## config.mk

```make
export PLATFORM = sky130hd
export DESIGN_NAME = video_adjust_top
export DESIGN_NICKNAME = d
export VERILOG_FILES = /design/src/rtl/adjust_pkg.sv /design/src/rtl/video_pkg.sv /design/src/rtl/adjust_ctrl.sv /design/src/rtl/channel_adjust.sv /design/src/rtl/clip_stats.sv /design/src/rtl/video_adjust_top.sv
export SDC_FILE = /design/constraint.sdc
export NUM_CORES = 1
export LEC_CHECK = 0
export ABC_AREA = 1
export ABC_CLOCK_PERIOD_IN_PS = 4100
export BUFFER_PORTS_ARGS = -buffer_cell sky130_fd_sc_hd__buf_4
export CORE_ASPECT_RATIO = 1.1
export CORE_MARGIN = 2
export CORE_UTILIZATION = 35
export DETAILED_ROUTE_END_ITERATION = 8
export HOLD_SLACK_MARGIN = 0.02
export MAX_ROUTING_LAYER = met4
export SKIP_LAST_GASP = 1
export SLEW_MARGIN = 20
export SYNTH_ARGS = -nofsm -noshare
export SYNTH_HDL_FRONTEND = slang
export SYNTH_SLANG_ARGS = --single-unit
export TNS_END_PERCENT = 10
```

## constraint.sdc

```tcl
create_clock -name clk -period 4.1 [get_ports clk]
set_input_delay 0.82 -clock clk [delete_from_list [all_inputs] [get_ports clk]]
set_output_delay 0.82 -clock clk [all_outputs]
set_load 0.01 [all_outputs]
```

## src/rtl/adjust_pkg.sv

```systemverilog
`default_nettype none

package adjust_pkg;

    // configuration word width on the write port
    parameter int CFG_WIDTH = 16;

    // ------------------------------------------------------------
    // register map
    // ------------------------------------------------------------

    parameter logic ADDR_CONTRAST   = 1'b0;
    parameter logic ADDR_BRIGHTNESS = 1'b1;

    // ------------------------------------------------------------
    // reset values
    // ------------------------------------------------------------

    // unity gain
    parameter logic [CFG_WIDTH-1:0] CONTRAST_RST = 16'd64;

    // no offset
    parameter logic signed [CFG_WIDTH-1:0] BRIGHTNESS_RST = 16'sd0;

    // ------------------------------------------------------------
    // configuration write word
    // ------------------------------------------------------------

    // same 16 bits, read unsigned for contrast or signed for brightness
    typedef union packed {
        logic [CFG_WIDTH-1:0]        contrast;
        logic signed [CFG_WIDTH-1:0] brightness;
    } cfg_word_u;

endpackage

`default_nettype wire

```

## src/rtl/video_pkg.sv

```systemverilog
`default_nettype none

package video_pkg;

    // ------------------------------------------------------------
    // pixel format
    // ------------------------------------------------------------

    // bits per colour component
    parameter int PIXEL_WIDTH_DEF = 8;

    // components per pixel, red in the low slice and blue in the high one
    parameter int NUM_COMP = 3;

    // ------------------------------------------------------------
    // coefficient format
    // ------------------------------------------------------------

    // contrast and brightness word width
    parameter int COE_WIDTH_DEF = 16;

    // contrast fraction bits, 64 is 1.0
    parameter int COE_FRACTION_WIDTH_DEF = 6;

    // ------------------------------------------------------------
    // pipeline timing
    // ------------------------------------------------------------

    // pixel in to adjusted pixel out, sync strobes follow the same delay
    parameter int LATENCY = 5;

endpackage

`default_nettype wire

```

## src/rtl/adjust_ctrl.sv

```systemverilog
`timescale 1ns/10ps
`default_nettype none

module adjust_ctrl #(
    parameter int COE_WIDTH = 16
) (
    input  wire                                 clk,
    input  wire                                 rst_n_i,

    // configuration write port
    input  wire                                 wr_i,
    input  wire                                 addr_i,
    input  wire [adjust_pkg::CFG_WIDTH-1:0]     wdata_i,

    // input video strobes
    input  wire                                 vs_i,
    input  wire                                 de_i,
    input  wire                                 hs_i,

    // active coefficients for the datapath
    output logic [COE_WIDTH-1:0]                contrast_o,
    output logic signed [COE_WIDTH-1:0]         brightness_o,

    // strobes delayed to match the datapath
    output logic                                de_o,
    output logic                                hs_o,
    output logic                                vs_o
);

    localparam int LAT = video_pkg::LATENCY;

    adjust_pkg::cfg_word_u       wr_word;
    logic [COE_WIDTH-1:0]        contrast_sh;
    logic signed [COE_WIDTH-1:0] brightness_sh;
    logic [LAT-1:0]              de_sr;
    logic [LAT-1:0]              hs_sr;
    logic [LAT-1:0]              vs_sr;
    logic                        frame_start;

    assign wr_word = wdata_i;

    // ------------------------------------------------------------
    // shadow registers, written any time
    // ------------------------------------------------------------

    always_ff @(posedge clk or negedge rst_n_i) begin
        if (!rst_n_i) begin
            contrast_sh   <= COE_WIDTH'(adjust_pkg::CONTRAST_RST);
            brightness_sh <= COE_WIDTH'(adjust_pkg::BRIGHTNESS_RST);
        end else if (wr_i) begin
            // address picks which view of the word is meaningful
            case (addr_i)
                adjust_pkg::ADDR_CONTRAST:
                    contrast_sh <= COE_WIDTH'(wr_word.contrast);
                adjust_pkg::ADDR_BRIGHTNESS:
                    brightness_sh <= COE_WIDTH'(wr_word.brightness);
                default: ;
            endcase
        end
    end

    // ------------------------------------------------------------
    // active registers, updated at frame start only
    // ------------------------------------------------------------

    // vs_sr[0] is vs_i from the previous edge
    assign frame_start = vs_i & ~vs_sr[0];

    always_ff @(posedge clk or negedge rst_n_i) begin
        if (!rst_n_i) begin
            contrast_o   <= COE_WIDTH'(adjust_pkg::CONTRAST_RST);
            brightness_o <= COE_WIDTH'(adjust_pkg::BRIGHTNESS_RST);
        end else if (frame_start) begin
            contrast_o   <= contrast_sh;
            brightness_o <= brightness_sh;
        end
    end

    // ------------------------------------------------------------
    // sync delay line
    // ------------------------------------------------------------

    always_ff @(posedge clk or negedge rst_n_i) begin
        if (!rst_n_i) begin
            de_sr <= '0;
            hs_sr <= '0;
            vs_sr <= '0;
        end else begin
            de_sr <= {de_sr[LAT-2:0], de_i};
            hs_sr <= {hs_sr[LAT-2:0], hs_i};
            vs_sr <= {vs_sr[LAT-2:0], vs_i};
        end
    end

    assign de_o = de_sr[LAT-1];
    assign hs_o = hs_sr[LAT-1];
    assign vs_o = vs_sr[LAT-1];

endmodule

`default_nettype wire

```

## src/rtl/channel_adjust.sv

```systemverilog
`timescale 1ns/10ps
`default_nettype none

module channel_adjust #(
    parameter int PIXEL_WIDTH        = 8,
    parameter int COE_WIDTH          = 16,
    parameter int COE_FRACTION_WIDTH = 6
) (
    input  wire                          clk,
    input  wire                          rst_n_i,
    input  wire [PIXEL_WIDTH-1:0]        pixel_i,
    input  wire [COE_WIDTH-1:0]          contrast_i,
    input  wire signed [COE_WIDTH-1:0]   brightness_i,
    output logic [PIXEL_WIDTH-1:0]       pixel_o,
    output logic                         clip_o
);

    // register stages below, must agree with the sync delay line
    localparam int STAGES = 5;

    localparam int PROD_W = COE_WIDTH + PIXEL_WIDTH;
    localparam int OFFS_W = COE_WIDTH + COE_FRACTION_WIDTH + 1;
    localparam int SUM_W  = COE_WIDTH + PIXEL_WIDTH + COE_FRACTION_WIDTH + 2;

    // mid grey, the pivot for contrast
    localparam int HALF_SCALE = 1 << (PIXEL_WIDTH - 1);

    // one half in the fraction, for round to nearest
    localparam logic signed [SUM_W-1:0] ROUND_ADD = SUM_W'(1) << (COE_FRACTION_WIDTH - 1);

    if (STAGES != video_pkg::LATENCY) begin : g_latency_check
        $error("channel_adjust depth differs from video_pkg::LATENCY");
    end

    logic [PROD_W-1:0]        prod_q;
    logic [PROD_W-1:0]        mid_q;
    logic signed [OFFS_W-1:0] offs_q;
    logic signed [SUM_W-1:0]  diff_q;
    logic signed [OFFS_W-1:0] offs_d_q;
    logic signed [SUM_W-1:0]  sum_q;
    logic signed [SUM_W-1:0]  rnd_q;

    // ------------------------------------------------------------
    // stages 1 to 4, arithmetic
    // ------------------------------------------------------------

    always_ff @(posedge clk) begin
        // stage 1: products and the scaled offset
        prod_q <= contrast_i * pixel_i;
        mid_q  <= contrast_i * PROD_W'(HALF_SCALE);
        offs_q <= (OFFS_W'(brightness_i) + OFFS_W'(HALF_SCALE)) <<< COE_FRACTION_WIDTH;

        // stage 2: contrast * (p - 128)
        diff_q   <= $signed(SUM_W'(prod_q)) - $signed(SUM_W'(mid_q));
        offs_d_q <= offs_q;

        // stage 3
        sum_q <= diff_q + SUM_W'(offs_d_q);

        // stage 4
        rnd_q <= sum_q + ROUND_ADD;
    end

    // ------------------------------------------------------------
    // stage 5, clamp and clip flag
    // ------------------------------------------------------------

    always_ff @(posedge clk or negedge rst_n_i) begin
        if (!rst_n_i) begin
            pixel_o <= '0;
            clip_o  <= 1'b0;
        end else if (rnd_q[SUM_W-1]) begin
            // below zero
            pixel_o <= '0;
            clip_o  <= 1'b1;
        end else if (|rnd_q[SUM_W-2:COE_FRACTION_WIDTH+PIXEL_WIDTH]) begin
            // above full scale
            pixel_o <= '1;
            clip_o  <= 1'b1;
        end else begin
            pixel_o <= rnd_q[COE_FRACTION_WIDTH +: PIXEL_WIDTH];
            clip_o  <= 1'b0;
        end
    end

endmodule

`default_nettype wire

```

## src/rtl/clip_stats.sv

```systemverilog
`timescale 1ns/10ps
`default_nettype none

module clip_stats #(
    parameter int PIXEL_WIDTH = 8
) (
    input  wire                              clk,
    input  wire                              rst_n_i,
    input  wire [video_pkg::NUM_COMP-1:0]    clip_i,
    input  wire                              de_i,
    input  wire                              vs_i,
    output logic [PIXEL_WIDTH*3-1:0]         clip_count_o,
    output logic                             frame_done_o
);

    // wide enough for every component of a large frame
    localparam int CNT_W = PIXEL_WIDTH * 3;
    localparam int INC_W = $clog2(video_pkg::NUM_COMP + 1);

    logic [CNT_W-1:0] cnt_q;
    logic [INC_W-1:0] inc;
    logic [CNT_W:0]   cnt_next;
    logic [CNT_W-1:0] cnt_sat;
    logic             vs_q;
    logic             vs_rise;

    // number of clipped components on this cycle
    always_comb begin
        inc = '0;
        for (int i = 0; i < video_pkg::NUM_COMP; i++) begin
            inc = inc + INC_W'(clip_i[i]);
        end
    end

    assign cnt_next = {1'b0, cnt_q} + (CNT_W + 1)'(inc);
    assign cnt_sat  = cnt_next[CNT_W] ? '1 : cnt_next[CNT_W-1:0];
    assign vs_rise  = vs_i & ~vs_q;

    always_ff @(posedge clk or negedge rst_n_i) begin
        if (!rst_n_i) begin
            vs_q         <= 1'b0;
            cnt_q        <= '0;
            clip_count_o <= '0;
            frame_done_o <= 1'b0;
        end else begin
            vs_q         <= vs_i;
            frame_done_o <= vs_rise;
            if (vs_rise) begin
                // report the finished frame, start over
                clip_count_o <= cnt_q;
                cnt_q        <= '0;
            end else if (de_i) begin
                cnt_q <= cnt_sat;
            end
        end
    end

endmodule

`default_nettype wire

```

## src/rtl/video_adjust_top.sv

```systemverilog
`timescale 1ns/10ps
`default_nettype none

module video_adjust_top #(
    parameter int PIXEL_WIDTH        = video_pkg::PIXEL_WIDTH_DEF,
    parameter int COE_WIDTH          = video_pkg::COE_WIDTH_DEF,
    parameter int COE_FRACTION_WIDTH = video_pkg::COE_FRACTION_WIDTH_DEF
) (
    input  wire                                          clk,
    input  wire                                          rst_n_i,

    // configuration writes
    input  wire                                          wr_i,
    input  wire                                          addr_i,
    input  wire [adjust_pkg::CFG_WIDTH-1:0]              wdata_i,

    // video in, red in the low slice
    input  wire [PIXEL_WIDTH*video_pkg::NUM_COMP-1:0]    rgb_i,
    input  wire                                          de_i,
    input  wire                                          hs_i,
    input  wire                                          vs_i,

    // video out
    output logic [PIXEL_WIDTH*video_pkg::NUM_COMP-1:0]   rgb_o,
    output logic                                         de_o,
    output logic                                         hs_o,
    output logic                                         vs_o,

    // per-frame statistics
    output logic [PIXEL_WIDTH*3-1:0]                     clip_count_o,
    output logic                                         frame_done_o
);

    logic [COE_WIDTH-1:0]              contrast;
    logic signed [COE_WIDTH-1:0]       brightness;
    logic [video_pkg::NUM_COMP-1:0]    clip;

    adjust_ctrl #(
        .COE_WIDTH (COE_WIDTH)
    ) u_ctrl (
        .clk          (clk),
        .rst_n_i      (rst_n_i),
        .wr_i         (wr_i),
        .addr_i       (addr_i),
        .wdata_i      (wdata_i),
        .vs_i         (vs_i),
        .de_i         (de_i),
        .hs_i         (hs_i),
        .contrast_o   (contrast),
        .brightness_o (brightness),
        .de_o         (de_o),
        .hs_o         (hs_o),
        .vs_o         (vs_o)
    );

    // one datapath per colour component
    for (genvar k = 0; k < video_pkg::NUM_COMP; k++) begin : g_ch
        channel_adjust #(
            .PIXEL_WIDTH        (PIXEL_WIDTH),
            .COE_WIDTH          (COE_WIDTH),
            .COE_FRACTION_WIDTH (COE_FRACTION_WIDTH)
        ) u_ch (
            .clk          (clk),
            .rst_n_i      (rst_n_i),
            .pixel_i      (rgb_i[PIXEL_WIDTH*k +: PIXEL_WIDTH]),
            .contrast_i   (contrast),
            .brightness_i (brightness),
            .pixel_o      (rgb_o[PIXEL_WIDTH*k +: PIXEL_WIDTH]),
            .clip_o       (clip[k])
        );
    end

    // counts against the delayed strobes, aligned with the clip flags
    clip_stats #(
        .PIXEL_WIDTH (PIXEL_WIDTH)
    ) u_stats (
        .clk          (clk),
        .rst_n_i      (rst_n_i),
        .clip_i       (clip),
        .de_i         (de_o),
        .vs_i         (vs_o),
        .clip_count_o (clip_count_o),
        .frame_done_o (frame_done_o)
    );

endmodule

`default_nettype wire

```

==> results.py <==
metrics = {
    "run_status": {
        "status": "finished with violations",
        "violations": "setup timing",
    },
    "synth": {
        "ys_warn_count": 0,
        "ys_seq_area_frac": 0.308,
        "ys_types": 48,
        "synth_cells": 4330,
        "synth.cell_area_um2": 33900,
        "avgSynthCellArea_um2": 7.83,
        "synth_seq_cells": 482,
        "synth_nets": 4868,
    },
    "grt": {
        "grt_max_degree": 86,
        "grt_overflow": 0,
        "grt_pass1_wl_um": 142000,
        "grt_pass1_vias": 27200,
        "antenna_found_initial": 0,
        "track_usage": 0.182,
    },
    "layout": {
        "diodes": 0,
        "fillers": 9818,
        "design_area_um2": 40200,
        "drive_above_1_share": 0.138,
        "area_growth_pct": 18.6,
        "nets": 5122,
    },
    "route": {
        "drtPass1Iterations": 5,
        "drtIter0Drc": 1396,
        "ant_nets": 0,
        "wl_um": 86100,
        "vias": 26700,
        "drt-wirelength-per-cell_um": 14.6,
        "vias_per_cell": 4.54,
        "drcViolationCount": 0,
    },
    "placed_design": {
        "dp_hpwl_um": 71100,
        "gp_congestion": 0.935,
        "dpl_cell_area_um2": 38200,
        "io_buffers": 98,
    },
    "sta": {
        "slew-limit-headroom": 0.426,
        "report.final.slew_viol_count": 0,
        "fin_crit_sh": 1.03,
        "rsz0062_at_grt": "true",
        "setup_viol": 30,
        "worst_slack_ns": -0.118,
        "fmax_ghz": 0.237,
        "fin_skew_ns": 0.0354,
        "tightest_slew_ns": 0.859,
        "fin_crit_ns": 4.22,
        "finalHoldViolations": 0,
    },
    "worst_setup_path": {
        "slowest_delay_ns": 0.54,
        "start_kind": "flip-flop",
        "crit_arrival_ns": 4.71,
        "worstRegToRegCells": 20,
        "worst_ep_required_time_ns": 4.59,
        "path_cells": "buf_12 -> buf_12 -> nand2_1 -> inv_1 -> fa_1 -> fa_1 -> fa_1 -> inv_1 -> fa_1 -> inv_1 -> ha_4 -> nand2_4 -> o21ai_2 -> nand2_1 -> nand2_2 -> clkinv_1 -> nand2_2 -> nand2_1 -> nand3_1 -> nand2_1",
        "crit_path_top_delay_cell": "dfstp_2",
        "path_max_fanout": 10,
        "end_kind": "flip-flop",
        "path_class": "reg2reg",
    },
    "floorplanning": {
        "dieArea_um2": 99400,
        "io_pins": 99,
        "fp.dieH_um": 330,
        "start_util": 0.354,
        "core_area_um2": 95900,
        "die_w_um": 301,
        "num_rows": 119,
    },
    "cts": {
        "clkSlewWorstSetupHoldPaths_ns": 0.06,
        "cts.path.max_buffers": 3,
        "clock-sinks": 482,
        "clk_latency_ns": 0.62,
        "root_buffer": "clkbuf_16",
        "htree_levels": 2,
        "cts_tree": "done",
        "cts_buffers": 49,
    },
    "worst_hold_path": {
        "hp-class": "in2async",
    },
    "run": {
        "cap_violations": 0,
    },
}
==> registers in the layout, indices dropped and copies added, names as in the netlist <==
name / cells
g_ch.u_ch.clip_o: 3
g_ch.u_ch.diff_q: 60
g_ch.u_ch.mid_q: 16
g_ch.u_ch.offs_d_q: 17
g_ch.u_ch.offs_q: 17
g_ch.u_ch.pixel_o: 24
g_ch.u_ch.prod_q: 57
g_ch.u_ch.rnd_q: 78
g_ch.u_ch.sum_q: 81
u_ctrl.brightness_o: 16
u_ctrl.brightness_sh: 16
u_ctrl.contrast_o: 16
u_ctrl.contrast_sh: 16
u_ctrl.de_sr: 5
u_ctrl.hs_sr: 5
u_ctrl.vs_sr: 5
u_stats.clip_count_o: 24
u_stats.cnt_q: 24
u_stats.frame_done_o: 1
u_stats.vs_q: 1
==> synthesized netlist by cell type (all sizes together) <==
cell,n,area [um2]
a21boi,3,22.5
nand2,1045,3970
dfrtp,154,3850
clkbuf,102,383
inv,909,3410
ha,234,2930
nor4,21,131
nand4,55,357
dfxtp,326,6530
buf,10,56.3
mux2,27,304
xnor2,63,552
fa,257,5140
o21bai,15,116
dfstp,2,52.6
o21ai,197,990
and3,3,18.8
or2,5,31.3
nor3b,5,47.5
nor2,295,1190
a211oi,1,7.51
and2,4,25.0
nor4b,2,17.5
o21a,12,90.1
o211ai,5,37.5
nand3b,5,37.5
a21oi,179,900
nor3,53,313
nand3,165,906
a31oi,14,87.6
clkinv,1,3.75
a21o,18,135
xor2,143,1250
==> critical path, delay by kind of cell (launching register included) <==
family	cells	cell delay, ns
adders and majority gates	5	2.27
buffers and inverters	6	0.55
AOI/OAI and AO/OA	1	0.14
DFF	1	0.54
and+or+nand+nor	8	0.56
==> cells in the final DEF (no fill, tap or decap), drive strengths merged, types with 3 or more instances in the layout <==
cell type  count
a21oi        179
a21boi         3
nand3        165
xnor2         63
and2           4
fa           257
mux2          27
clkinv        12
a21o          18
clkinvlp       3
nand2       1045
dfxtp        326
buf          315
or2            5
inv          914
o21a          12
o21bai        15
nand4         55
nor4          21
nor2         295
nor3          53
bufinv         3
a31oi         14
nor3b          5
ha           234
dfrtp        154
o211ai         5
o21ai        197
clkbuf        69
xor2         143
and3           3
nand3b         5
==> stage by stage <==
stage | hold slack (ns) | setup WS (ns) | utilization | TNS (ns) | cells
global placement | 0.311 | -0.475 | 0.398 | -18.52 | 5798
detailed placement | 0.312 | -0.488 | 0.398 | -19.98 | 5798
finish | 0.279 | -0.118 | 0.419 | -1.35 | 5894
global route | 0.290 | -0.377 | 0.419 | -10.67 | 5894
CTS | 0.280 | -0.128 | 0.418 | -2.52 | 5894
floorplan | 0.310 | -0.253 | - | -6.61 | 4330
==> metal layers <==
| metal | vias to the layer above | share of wire | GRT usage |
|---|---|---|---|
| li1 | 13700 | - | - |
| met1 | 12400 | 0.46 | 0.227 |
| met2 | 443 | 0.48 | 0.309 |
| met3 | 144 | 0.029 | 0.0171 |
| met4 | 0 | 0.036 | 0.0614 |
| met5 | - | 0 | - |
==> area by class of cell <==
cell class              instances  area (um2)  area share
clock buffers                  69        1460      0.0362
multi-input cells            2826       20400       0.507
repair buffers                315        2670      0.0663
flip-flops and latches        482       10400       0.260
well taps                    1270        1590      0.0395
clock inverters                22         254     0.00632
inverters                     910        3420      0.0849
==> kinds of logic (layout without fill, tap and decap cells) <==
group,Yosys count,after routing,share of synthesized area
DFF,482,482,0.308
xor gates and xnor gates,206,206,0.0532
muxes,27,27,0.00897
adders and majority gates,491,491,0.238
buffers and inverters,1022,1316,0.114
AOI/OAI and AO/OA,444,444,0.0704
and+or+nand+nor,1658,1658,0.208
==> repair_timing <==
item | CTS | global route
gates resized for setup | 39 | 23
hold buffers | 0 | 0
setup endpoints to repair | 43 | 49
setup buffers | 5 | 0
pin swaps | 14 | 7
==> final timing paths <==
check | from | slack [ns] | endpoint
setup / recovery | u_ctrl.contrast_o[6] | -0.12 | g_ch[0].u_ch.prod_q[19]
hold / removal | rst_n_i | 0.28 | u_stats.cnt_q[13]
setup reg to reg | u_ctrl.contrast_o[6] | -0.12 | g_ch[0].u_ch.prod_q[19]
hold reg to reg | g_ch[2].u_ch.offs_q[20] | 0.33 | g_ch[2].u_ch.offs_d_q[20]
max in group asynchronous | rst_n_i | 2.95 | u_ctrl.contrast_o[11]
min in group clk | de_i | 0.32 | u_ctrl.de_sr[0]
Power is not shown: default switching activity piles up to over one toggle a cycle in this logic, so the estimate is an artifact.
